--- src/hw/x25519_pkg.sv ---
`default_nettype none

package x25519_pkg;

	////////////////////////////////////////
	// Basic types

	// Register number, 16 entries
	typedef logic [3:0] xregid_t;

	// One field element, reduced below p
	typedef logic [255:0] regval_t;

	// Command opcode
	typedef enum logic {
		OP_ADDSUB = 1'b0,
		OP_SWAP   = 1'b1
	} x25519_op_t;

	////////////////////////////////////////
	// Register map

	// Highest general purpose register
	localparam xregid_t REG_TEMP_LAST = 4'd11;

	// Read-only constants
	localparam xregid_t REG_ONE    = 4'd12;
	localparam xregid_t REG_ZERO   = 4'd13;
	localparam xregid_t REG_121665 = 4'd14;
	localparam xregid_t REG_D2     = 4'd15;

	////////////////////////////////////////
	// Constant values

	localparam regval_t VAL_ONE    = 256'd1;
	localparam regval_t VAL_ZERO   = 256'd0;
	localparam regval_t VAL_121665 = 256'd121665;
	// Twice the Edwards curve constant d
	localparam regval_t VAL_D2 =
		256'h2406d9dc_56dffce7_198e80f2_eef3d130_00e0149a_8283b156_ebd69b94_26b2f159;

	// Field modulus 2^255 - 19
	localparam regval_t FIELD_P =
		256'h7fffffff_ffffffff_ffffffff_ffffffff_ffffffff_ffffffff_ffffffff_ffffffed;

endpackage

`default_nettype wire

--- src/hw/x25519_issue.sv ---
`timescale 1ns/1ps
`default_nettype none

// Two-stage command pipeline in front of the register file
module x25519_issue (
	input  wire                     clk,
	input  wire                     rst,
	input  wire                     cmd_valid,
	input  x25519_pkg::x25519_op_t  cmd_op,
	input  wire                     cmd_swap,
	input  x25519_pkg::xregid_t     cmd_src_a,
	input  x25519_pkg::xregid_t     cmd_src_b,
	input  x25519_pkg::xregid_t     cmd_dst0,
	input  x25519_pkg::xregid_t     cmd_dst1,
	output logic                    rd_en,
	output x25519_pkg::xregid_t     rd_addr_a,
	output x25519_pkg::xregid_t     rd_addr_b,
	input  wire                     operand_valid,
	output logic                    op_addsub_go,
	output logic                    op_swap_go,
	output logic                    exec_swap,
	output x25519_pkg::xregid_t     exec_dst0,
	output x25519_pkg::xregid_t     exec_dst1
);

	import x25519_pkg::*;

	// Stage one holds the command
	logic       s1_valid;
	x25519_op_t s1_op;
	logic       s1_swap;
	xregid_t    s1_src_a;
	xregid_t    s1_src_b;
	xregid_t    s1_dst0;
	xregid_t    s1_dst1;

	// Stage two rides alongside the operand read
	logic       s2_valid;
	x25519_op_t s2_op;

	always_ff @(posedge clk) begin
		if (rst) begin
			s1_valid <= 1'b0;
			s2_valid <= 1'b0;
		end else begin
			s1_valid <= cmd_valid;
			s2_valid <= s1_valid;
		end
	end

	always_ff @(posedge clk) begin
		s1_op     <= cmd_op;
		s1_swap   <= cmd_swap;
		s1_src_a  <= cmd_src_a;
		s1_src_b  <= cmd_src_b;
		s1_dst0   <= cmd_dst0;
		s1_dst1   <= cmd_dst1;
		s2_op     <= s1_op;
		exec_swap <= s1_swap;
		exec_dst0 <= s1_dst0;
		exec_dst1 <= s1_dst1;
	end

	// Read addresses straight from stage one
	assign rd_en     = s1_valid;
	assign rd_addr_a = s1_src_a;
	assign rd_addr_b = s1_src_b;

	// Dispatch to one unit when the operands arrive
	assign op_addsub_go = operand_valid && (s2_op == OP_ADDSUB);
	assign op_swap_go   = operand_valid && (s2_op == OP_SWAP);

	// Register file read latency must match stage two
	assert property (@(posedge clk) disable iff (rst) operand_valid == s2_valid);

endmodule

`default_nettype wire

--- config.mk ---
export PLATFORM = sky130hd
export DESIGN_NAME = x25519_issue
export DESIGN_NICKNAME = d
export VERILOG_FILES = /design/src/hw/x25519_pkg.sv /design/src/hw/x25519_issue.sv
export SDC_FILE = /design/constraint.sdc
export NUM_CORES = 1
export LEC_CHECK = 0
export ABC_AREA = 1
export BUFFER_PORTS_ARGS = -buffer_cell sky130_fd_sc_hd__buf_2
export CORE_ASPECT_RATIO = 0.8
export CORE_UTILIZATION = 37
export DETAILED_ROUTE_END_ITERATION = 12
export GPL_ROUTABILITY_DRIVEN = 0
export GPL_TIMING_DRIVEN = 0
export PLACE_DENSITY = 0.77
export SLEW_MARGIN = 20
export SYNTH_ARGS = -nofsm -noshare
export SYNTH_HDL_FRONTEND = slang
export SYNTH_SLANG_ARGS = --single-unit
--- constraint.sdc ---
create_clock -name clk -period 0.8 [get_ports clk]
set_clock_uncertainty 0.15 [all_clocks]
set_input_delay 0.04 -clock clk [delete_from_list [all_inputs] [get_ports clk]]
set_output_delay 0.04 -clock clk [all_outputs]
set_load 0.05 [all_outputs]
==> flow_summary.ini <==
[yosys]
ys_warn_count = 0
ys_seq_area_share_pct = 95.9
syn_avg_cell_area_um2 = 17.3
syn_area_um2 = 606
postSynthCellCount = 35
synth_fp_nets = 57
ys_seq_elements = 29
synth_cell_types = 5

[place]
dp.cells = 97
numPortBuffers = 41
dp_slack_ps = -84.4

[worst_setup_path]
cp_max_fo = 2
worstSetupPathType = reg -> out
crit_family = flip-flops
critical_path_buf_inv_count = 2
endpoint_kind = primary output
crit_chain = nand2_4, clkinvlp_4, buf_6
cp_slowest_cell = dfxtp_4
cp.required_ps = 610
cpPeakStageDelay_ps = 370
worst_setup_path_start_kind = flop
worstPathArrival_ps = 960

[cts]
clockBufferDepth = 2
numCtsBuffers = 5
post_cts_buffers = 0
cts_root_buffer = clkbuf_4
htree_levels = 2
path_clk_slew_ps = 80
clock_latency_ps = 300
cts.sinks = 29
tritoncts = done

[sta]
setup_violations = 20
worstMarginPinSlew_ps = 113
period_share_pct = 144
layout_min_cycle_time_ps = 1150
grt_setup_unrepaired = yes
whs_ps = 180
slew_viol_final = 0
max_freq_mhz = 867
final-hold-violation-count = 0
final.setup.worst_slack_ps = -354
relSlewSlack_pct = 92.5
tns_ps = -3790

[global_route]
grt_pass1_vias = 529
track_usage_pct = 18.9
grt_overflow = 0
grt_first_pass_wirelength_um = 2070
grt_start_max_net_pins = 9
antenna_found_initial = 0

[run]
max-cap-violations = 0

[route]
drc = 0
finalWirelength_um = 1760
drt_iter0_drc = 1
ant_nets = 0
vias_per_cell = 4.02
wl_per_cell_um = 14.1
first_pass_iters = 2
vias = 503

[layout]
nets = 125
fillers = 55
syn2layout_area_growth_pct = 118
finish.utilization_pct = 90.7
diodes = 0
final_cells = 125
multi_input_area_um2 = 26.3
drive_gt1_share_pct = 65.4
seq_area_um2 = 607

[hold_path]
hp-class = reg -> reg

[power]
leakage_nw = 0.606
ir_drop_mv = 1.58
pwr_density_cell_nw_per_um2 = 2170

[status]
outcome = finished with violations
violations = negative setup slack

[floorplan]
initial_core_util_pct = 41.6
io_pins = 42
core.rowCount = 12
die_y_um = 38.2
dieWidth_um = 47.2
core_region_area_um2 = 1460
die_area_um2 = 1800
## layout by cell type, fill, tap and decap left out
cell type | netlist | layout
dfxtp_4 | 0 | 1
dlygate4sd3_1 | 0 | 20
buf_8 | 0 | 18
inv_1 | 3 | 2
nand2_4 | 0 | 1
buf_2 | 0 | 21
clkbuf_4 | 0 | 5
buf_6 | 0 | 2
dfxtp_1 | 29 | 10
nor2_4 | 0 | 1
clkbuf_1 | 0 | 3
dfxtp_2 | 0 | 18
nor2_1 | 1 | 1
clkinvlp_4 | 0 | 1
## final cells by class
class / count / share of cell area, %
inverters: 3 / 1.14
flip-flops and latches: 29 / 45.9
clock buffers: 8 / 3.69
repair buffers: 61 / 45.3
multi-input cells: 3 / 1.99
well taps: 21 / 1.99
## final timing paths
path | from | end | slack, ps | depth (start not counted)
worst max register to register | s1_dst0[1]$_DFF_P_ | exec_dst0[1]$_DFF_P_ | 240 | 0
worst min-delay path | s1_dst0[0]$_DFF_P_ | exec_dst0[0]$_DFF_P_ | 180 | 0
worst max-delay path | s2_op$_DFF_P_ | op_swap_go | -350 | 3
worst min register to register | s1_dst0[0]$_DFF_P_ | exec_dst0[0]$_DFF_P_ | 180 | 0
## repair_timing
item	CTS	global route
hold endpoints to repair	19	0
hold buffers	20	0
resized for setup	64	14
pin swaps	1	1
setup endpoints to repair	20	20
## stage by stage
step                      power, mW  area [µm²]
after floorplan                1.78         618
after global routing           2.97        1320
after CTS                      2.81        1270
final                          2.86        1320
after detailed placement       1.88         850
after global placement         1.87         850
## cell usage after synthesis
library cell	n	share of area (%)
dfxtp_1	29	96
inv_1	3	1.9
nand2_1	1	0.62
nor2_1	1	0.62
nor2_2	1	1.0
## power breakdown
part / switching, mW / internal, mW / total (mW)
logic: 0.255 / 0.241 / 0.496
registers: 0.0421 / 1.53 / 1.57
clock network: 0.443 / 0.350 / 0.793
total: 0.740 / 2.12 / 2.86
## cells by family (layout without fill, tap and decap cells)
| logic type | after synthesis | in the layout | share of synthesized area [%] |
|---|---|---|---|
| simple gates | 3 | 3 | 2.27 |
| flops | 29 | 29 | 95.9 |
| buf+inv | 3 | 72 | 1.86 |
## per-layer routing
| layer | GRT usage [%] | share of wire [%] | vias to the layer above | wire [µm] |
|---|---|---|---|---|
| met3 | 12.7 | 12 | 2 | 211 |
| met2 | 35.3 | 56 | 39 | 992 |
| met1 | 13.4 | 31 | 225 | 547 |
| met5 | 0 | 0 | - | 0 |
| met4 | 10.7 | 0.45 | 0 | 8 |
| li1 | - | - | 237 | - |
## registers in the layout, indices dropped and copies added (netlist names)
name,flops
exec_dst1,4
exec_swap,1
s1_dst1,4
exec_dst0,4
rd_en,1
s2_op,1
s1_swap,1
s1_op,1
s1_dst0,4
rd_addr_a,4
rd_addr_b,4
Power figures use the tool's default switching activity.
