<file path="src/hw/x25519_pkg.sv">
`default_nettype none

package x25519_pkg;

	////////////////////////////////////////
	// Basic types

	// Register number, 16 entries
	typedef logic [3:0] xregid_t;

	// One field element, reduced below p
	typedef logic [255:0] regval_t;

	// Command opcode
	typedef enum logic {
		OP_ADDSUB = 1'b0,
		OP_SWAP   = 1'b1
	} x25519_op_t;

	////////////////////////////////////////
	// Register map

	// Highest general purpose register
	localparam xregid_t REG_TEMP_LAST = 4'd11;

	// Read-only constants
	localparam xregid_t REG_ONE    = 4'd12;
	localparam xregid_t REG_ZERO   = 4'd13;
	localparam xregid_t REG_121665 = 4'd14;
	localparam xregid_t REG_D2     = 4'd15;

	////////////////////////////////////////
	// Constant values

	localparam regval_t VAL_ONE    = 256'd1;
	localparam regval_t VAL_ZERO   = 256'd0;
	localparam regval_t VAL_121665 = 256'd121665;
	// Twice the Edwards curve constant d
	localparam regval_t VAL_D2 =
		256'h2406d9dc_56dffce7_198e80f2_eef3d130_00e0149a_8283b156_ebd69b94_26b2f159;

	// Field modulus 2^255 - 19
	localparam regval_t FIELD_P =
		256'h7fffffff_ffffffff_ffffffff_ffffffff_ffffffff_ffffffff_ffffffff_ffffffed;

endpackage

`default_nettype wire

</file>
<file path="src/hw/x25519_retire_if.sv">
`timescale 1ns/1ps
`default_nettype none

// Two-destination result from an execution unit
interface x25519_retire_if;

	import x25519_pkg::*;

	// Single-cycle strobe
	logic    valid;

	// First destination, written through bank port 0
	xregid_t addr0;
	regval_t data0;

	// Second destination, written through bank port 1
	xregid_t addr1;
	regval_t data1;

	// Execution unit side
	modport unit (
		output valid,
		output addr0,
		output addr1,
		output data0,
		output data1
	);

	// Register file side
	modport rf (
		input valid,
		input addr0,
		input addr1,
		input data0,
		input data1
	);

endinterface

`default_nettype wire

</file>
<file path="src/hw/x25519_swap.sv">
`timescale 1ns/1ps
`default_nettype none

// Conditional swap for the ladder step
module x25519_swap (
	input  wire                  clk,
	input  wire                  rst,
	input  wire                  go,
	input  wire                  swap,
	input  x25519_pkg::regval_t  a,
	input  x25519_pkg::regval_t  b,
	input  x25519_pkg::xregid_t  dst0,
	input  x25519_pkg::xregid_t  dst1,
	x25519_retire_if.unit        retire
);

	import x25519_pkg::*;

	// Same one-cycle latency as the adder
	always_ff @(posedge clk) begin
		if (rst)
			retire.valid <= 1'b0;
		else
			retire.valid <= go;
	end

	// Flag set sends b to dst0 and a to dst1
	always_ff @(posedge clk) begin
		if (go) begin
			retire.addr0 <= dst0;
			retire.addr1 <= dst1;
			retire.data0 <= swap ? b : a;
			retire.data1 <= swap ? a : b;
		end
	end

endmodule

`default_nettype wire

</file>
<file path="src/flat_wrapper.sv">
// flat-port wrapper written by rule: the top's interface ports become plain ports
module x25519_swap_flat import x25519_pkg::*;
  (clk, rst, go, swap, a, b, dst0, dst1, retire_valid, retire_addr0, retire_addr1, retire_data0, retire_data1);
  x25519_retire_if retire_i ();
  input  wire clk;
  input  wire rst;
  input  wire go;
  input  wire swap;
  input  x25519_pkg::regval_t a;
  input  x25519_pkg::regval_t b;
  input  x25519_pkg::xregid_t dst0;
  input  x25519_pkg::xregid_t dst1;
  output wire logic [$bits(retire_i.valid)-1:0] retire_valid;
  output wire logic [$bits(retire_i.addr0)-1:0] retire_addr0;
  output wire logic [$bits(retire_i.addr1)-1:0] retire_addr1;
  output wire logic [$bits(retire_i.data0)-1:0] retire_data0;
  output wire logic [$bits(retire_i.data1)-1:0] retire_data1;
  assign retire_valid = retire_i.valid;
  assign retire_addr0 = retire_i.addr0;
  assign retire_addr1 = retire_i.addr1;
  assign retire_data0 = retire_i.data0;
  assign retire_data1 = retire_i.data1;
  x25519_swap u_core (.clk(clk), .rst(rst), .go(go), .swap(swap), .a(a), .b(b), .dst0(dst0), .dst1(dst1), .retire(retire_i));
endmodule
</file>
<file path="config.mk">
export PLATFORM = sky130hd
export DESIGN_NAME = x25519_swap_flat
export DESIGN_NICKNAME = d
export VERILOG_FILES = /design/src/hw/x25519_pkg.sv /design/src/hw/x25519_retire_if.sv /design/src/hw/x25519_swap.sv /design/src/flat_wrapper.sv
export SDC_FILE = /design/constraint.sdc
export NUM_CORES = 1
export LEC_CHECK = 0
export BUFFER_PORTS_ARGS = -buffer_cell sky130_fd_sc_hd__buf_2
export CAP_MARGIN = 20
export CORE_AREA = 2 2 406 408
export CTS_CLUSTER_DIAMETER = 100
export DETAILED_ROUTE_END_ITERATION = 16
export DIE_AREA = 0 0 408 410
export PLACE_DENSITY = 0.31
export SLEW_MARGIN = 30
export SYNTH_ARGS = -nofsm -noshare
export SYNTH_HDL_FRONTEND = slang
export SYNTH_SLANG_ARGS = --single-unit
</file>
<file path="constraint.sdc">
create_clock -name clk -period 2.3 [get_ports clk]
set_input_delay 0.46 -clock clk [delete_from_list [all_inputs] [get_ports clk]]
set_output_delay 0.46 -clock clk [all_outputs]
set_load 0.05 [all_outputs]
</file>
==> metrics.md <==
| Metric | Value |
|---|---|
| DRC violations left | 0 |
| Core Rows | between 100 and 150 |
| GR Overflow Total | 0 |
| Fmax | between 0.4 and 0.5 GHz |
| Initial Util | a little over an eighth |
| Worst-Margin Slew | 0.522 ns |
| Antenna viol nets, final | 0 |
| Vias in the first global route | between 15,000 and 20,000 |
| Maxcap violations | 0 |
| Post-synthesis cell count | roughly 1,100 |
| Yosys top cell by area | edfxtp_1 |
| WL per Instance | 20.7 microns |
| Clk sinks | between 500 and 600 |
| Critical Path AT | 1.59 ns |
| Crit path max-delay family | flip-flops |
| Worst setup EP type | output pin |
| Crit-path slowest cell | edfxtp_1 |
| Top cells by count, synth | 520 x edfxtp_1, 512 x mux2_2, 46 x buf_6 |
| Die width | between 400 and 500 microns |
| Drt total wl | roughly 93 mm |
| Area grow syn2layout | 48.8% |
| Post-layout min period | between 2 and 2.5 ns |
| Setup CP Type | flip-flop to output pin |
| Final period utilization | 89.3% |
| Routability cong. | 0.869 |
| Ys async rst share | 0% |
| Post-synthesis mux area share | between 20% and 30% |
| Synth unique cells | 7 |
| CTS Buffer Depth | 3 |
| VDD IR max | between 0.4 and 0.5 mV |
| Endpoints failing setup | 0 |
| Yosys top cell area share | between 70% and 80% |
| Vias | around 15,000 |
| Worst setup SP type | flip-flop |
| Fin Setup TNS | 0 ns |
| Syn avg cell area | 20.2 sq um |
| Share of cells above drive strength 1 | roughly three quarters |
| Synth Area in XOR/XNOR | 0% |
| I/O pins | between 1,000 and 1,500 |
| Count leader, synth | edfxtp_1 |
| Worst path max stage delay | a little over 0.6 ns |
| Buf/Inv on CP | 1 |
| DR vias/cell | 3.33 |
| Pleak | 12.9 nW |
| #FFs+latches synth | approximately 520 |
| Largest family of logic cells by synthesized area | multiplexers |
| Simple-Gate Fraction of Synth Area | 0.0284% |
| DIE HEIGHT | between 400 and 500 microns |
| Status | complete, no violations |
| Hold Worst Slack | about 0.1 ns |
| GR Util All Layers | a little over a tenth |
| CTS tree | yes |
| Sequential area share after synthesis | 70.9% |
| RSZ-0062 raised after global routing | no |
| Drt initial violations | between 600 and 700 |
| Final hold violations | 0 |
| Compound-Gate Fraction of Synth Area | 0% |
| Port Buf Inserts | around 1,000 |
| Top cells by area, synth | edfxtp_1 71%, mux2_2 26%, buf_6 2.3% |
| Largest net degree at the start of global routing | 74 |
| Power per standard cell area | around 900 nW/um^2 |
| Max-slew violation count | 0 |
| Total power draw | around 29 mW |
| Die area | ~170,000 sq um |
| Htree depth | 3 |
| Cts bufs inserted | between 70 and 80 |
| Clk slew on worst S/H paths | 0.06 ns |
| Synthesized area | approximately 22,000 sq um |
| Clk root buf | clkbuf_16 |
| Core Box Area | roughly 160,000 sq um |
| HP Class | input port to flip-flop |
| Synth warnings | 0 |
| First-pass DRT Iterations | 4 |
| Required time worst endpoint | 1.84 ns |
| Number of flops mapped to enable cells by yosys | 520 |
| Slew HR | 65.2% |
| Postcts setup bufs | 0 |
| Antenna violations before repair | 45 |
| Synthesized Nets | roughly 1,600 |
| First-pass GRT wire length | 127 mm |
| HPWL after DPL | approximately 75 mm |
| Top_reg_cell synth | edfxtp_1 |
| Nets | 2,781 |
| Synth Area in Adders | 0% |
| Crit-path max FO | 1 |
| Final Core Density | between 20% and 30% |
| Crit path cell chain | buf_4 |
where the power goes:
part / switching (mW) / total [mW] / internal [mW] / leakage [nW]
Clock: 4.66 / 11.0 / 6.38 / 1.10
Combinational: 4.44 / 6.11 / 1.67 / 6.69
Sequential: 0.318 / 11.8 / 11.5 / 5.10
stage by stage:
stage	cells	cell area [sq um]	setup WS, ns
2_1_floorplan	1091	22000	0.833
3_3_place_gp	4332	30100	0.527
3_5_place_dp	4332	30100	0.510
4_1_cts	4503	32800	0.0134
5_1_grt	4508	32800	0.0394
6_report	4515	32800	0.246
placed cells by master, fill, tap and decap left out:
cell type | netlist | final
buf_12 | 0 | 19
buf_2 | 3 | 1041
buf_4 | 0 | 47
buf_8 | 0 | 2
bufinv_16 | 0 | 4
clkbuf_1 | 0 | 24
clkbuf_16 | 0 | 73
clkinv_1 | 0 | 14
clkinv_16 | 0 | 2
clkinv_2 | 0 | 6
clkinvlp_4 | 0 | 1
dfxtp_1 | 1 | 1
diode_2 | 0 | 12
dlygate4sd3_1 | 0 | 39
edfxtp_1 | 520 | 520
inv_16 | 0 | 2
inv_6 | 0 | 6
mux2_2 | 512 | 512
nor2b_1 | 1 | 1
registers in the layout (all words and copies together) (netlist names):
name / flops
u_core.retire.valid: 1
u_core.retire.data0: 256
u_core.retire.data1: 256
u_core.retire.addr1: 4
u_core.retire.addr0: 4
path summary, 6_finish.rpt:
path / end / slack (ns) / start / depth (start not counted)
max: retire_data0[2] / 0.25 / u_core.retire.data0[2] / 1
min: u_core.retire.data1[3] / 0.1 / a[3] / 2
layer usage:
layer	vias to the layer above	wire length, microns	global-route usage, %
li1	6720	-	-
met1	7489	33000	11.1
met2	655	49200	19.7
met3	145	8450	3.97
met4	18	2490	3.75
met5	-	134	0
layout make-up:
cell class	instances	area, sq um
flip-flops and latches	521	15600
repair buffers	1148	6360
clock buffers	97	1920
clock inverters	35	363
diodes	12	30.0
multi-input cells	513	5770
fillers	17800	131000
well taps	2189	2740
logic make-up (layout without fill, tap and decap cells):
kind of cell | Yosys count | after routing
other | 0 | 12
DFF | 521 | 521
and+or+nand+nor | 1 | 1
muxes | 512 | 512
buffers and inverters | 57 | 1280
repair_timing:
action / in CTS / in global routing
hold buffers: 39 / 0
endpoints found under the hold margin: 34 / 0
resized for setup: 1 / 0
endpoints found under the setup margin: 1 / 0
No activity file was read; power rests on OpenSTA's default activity.
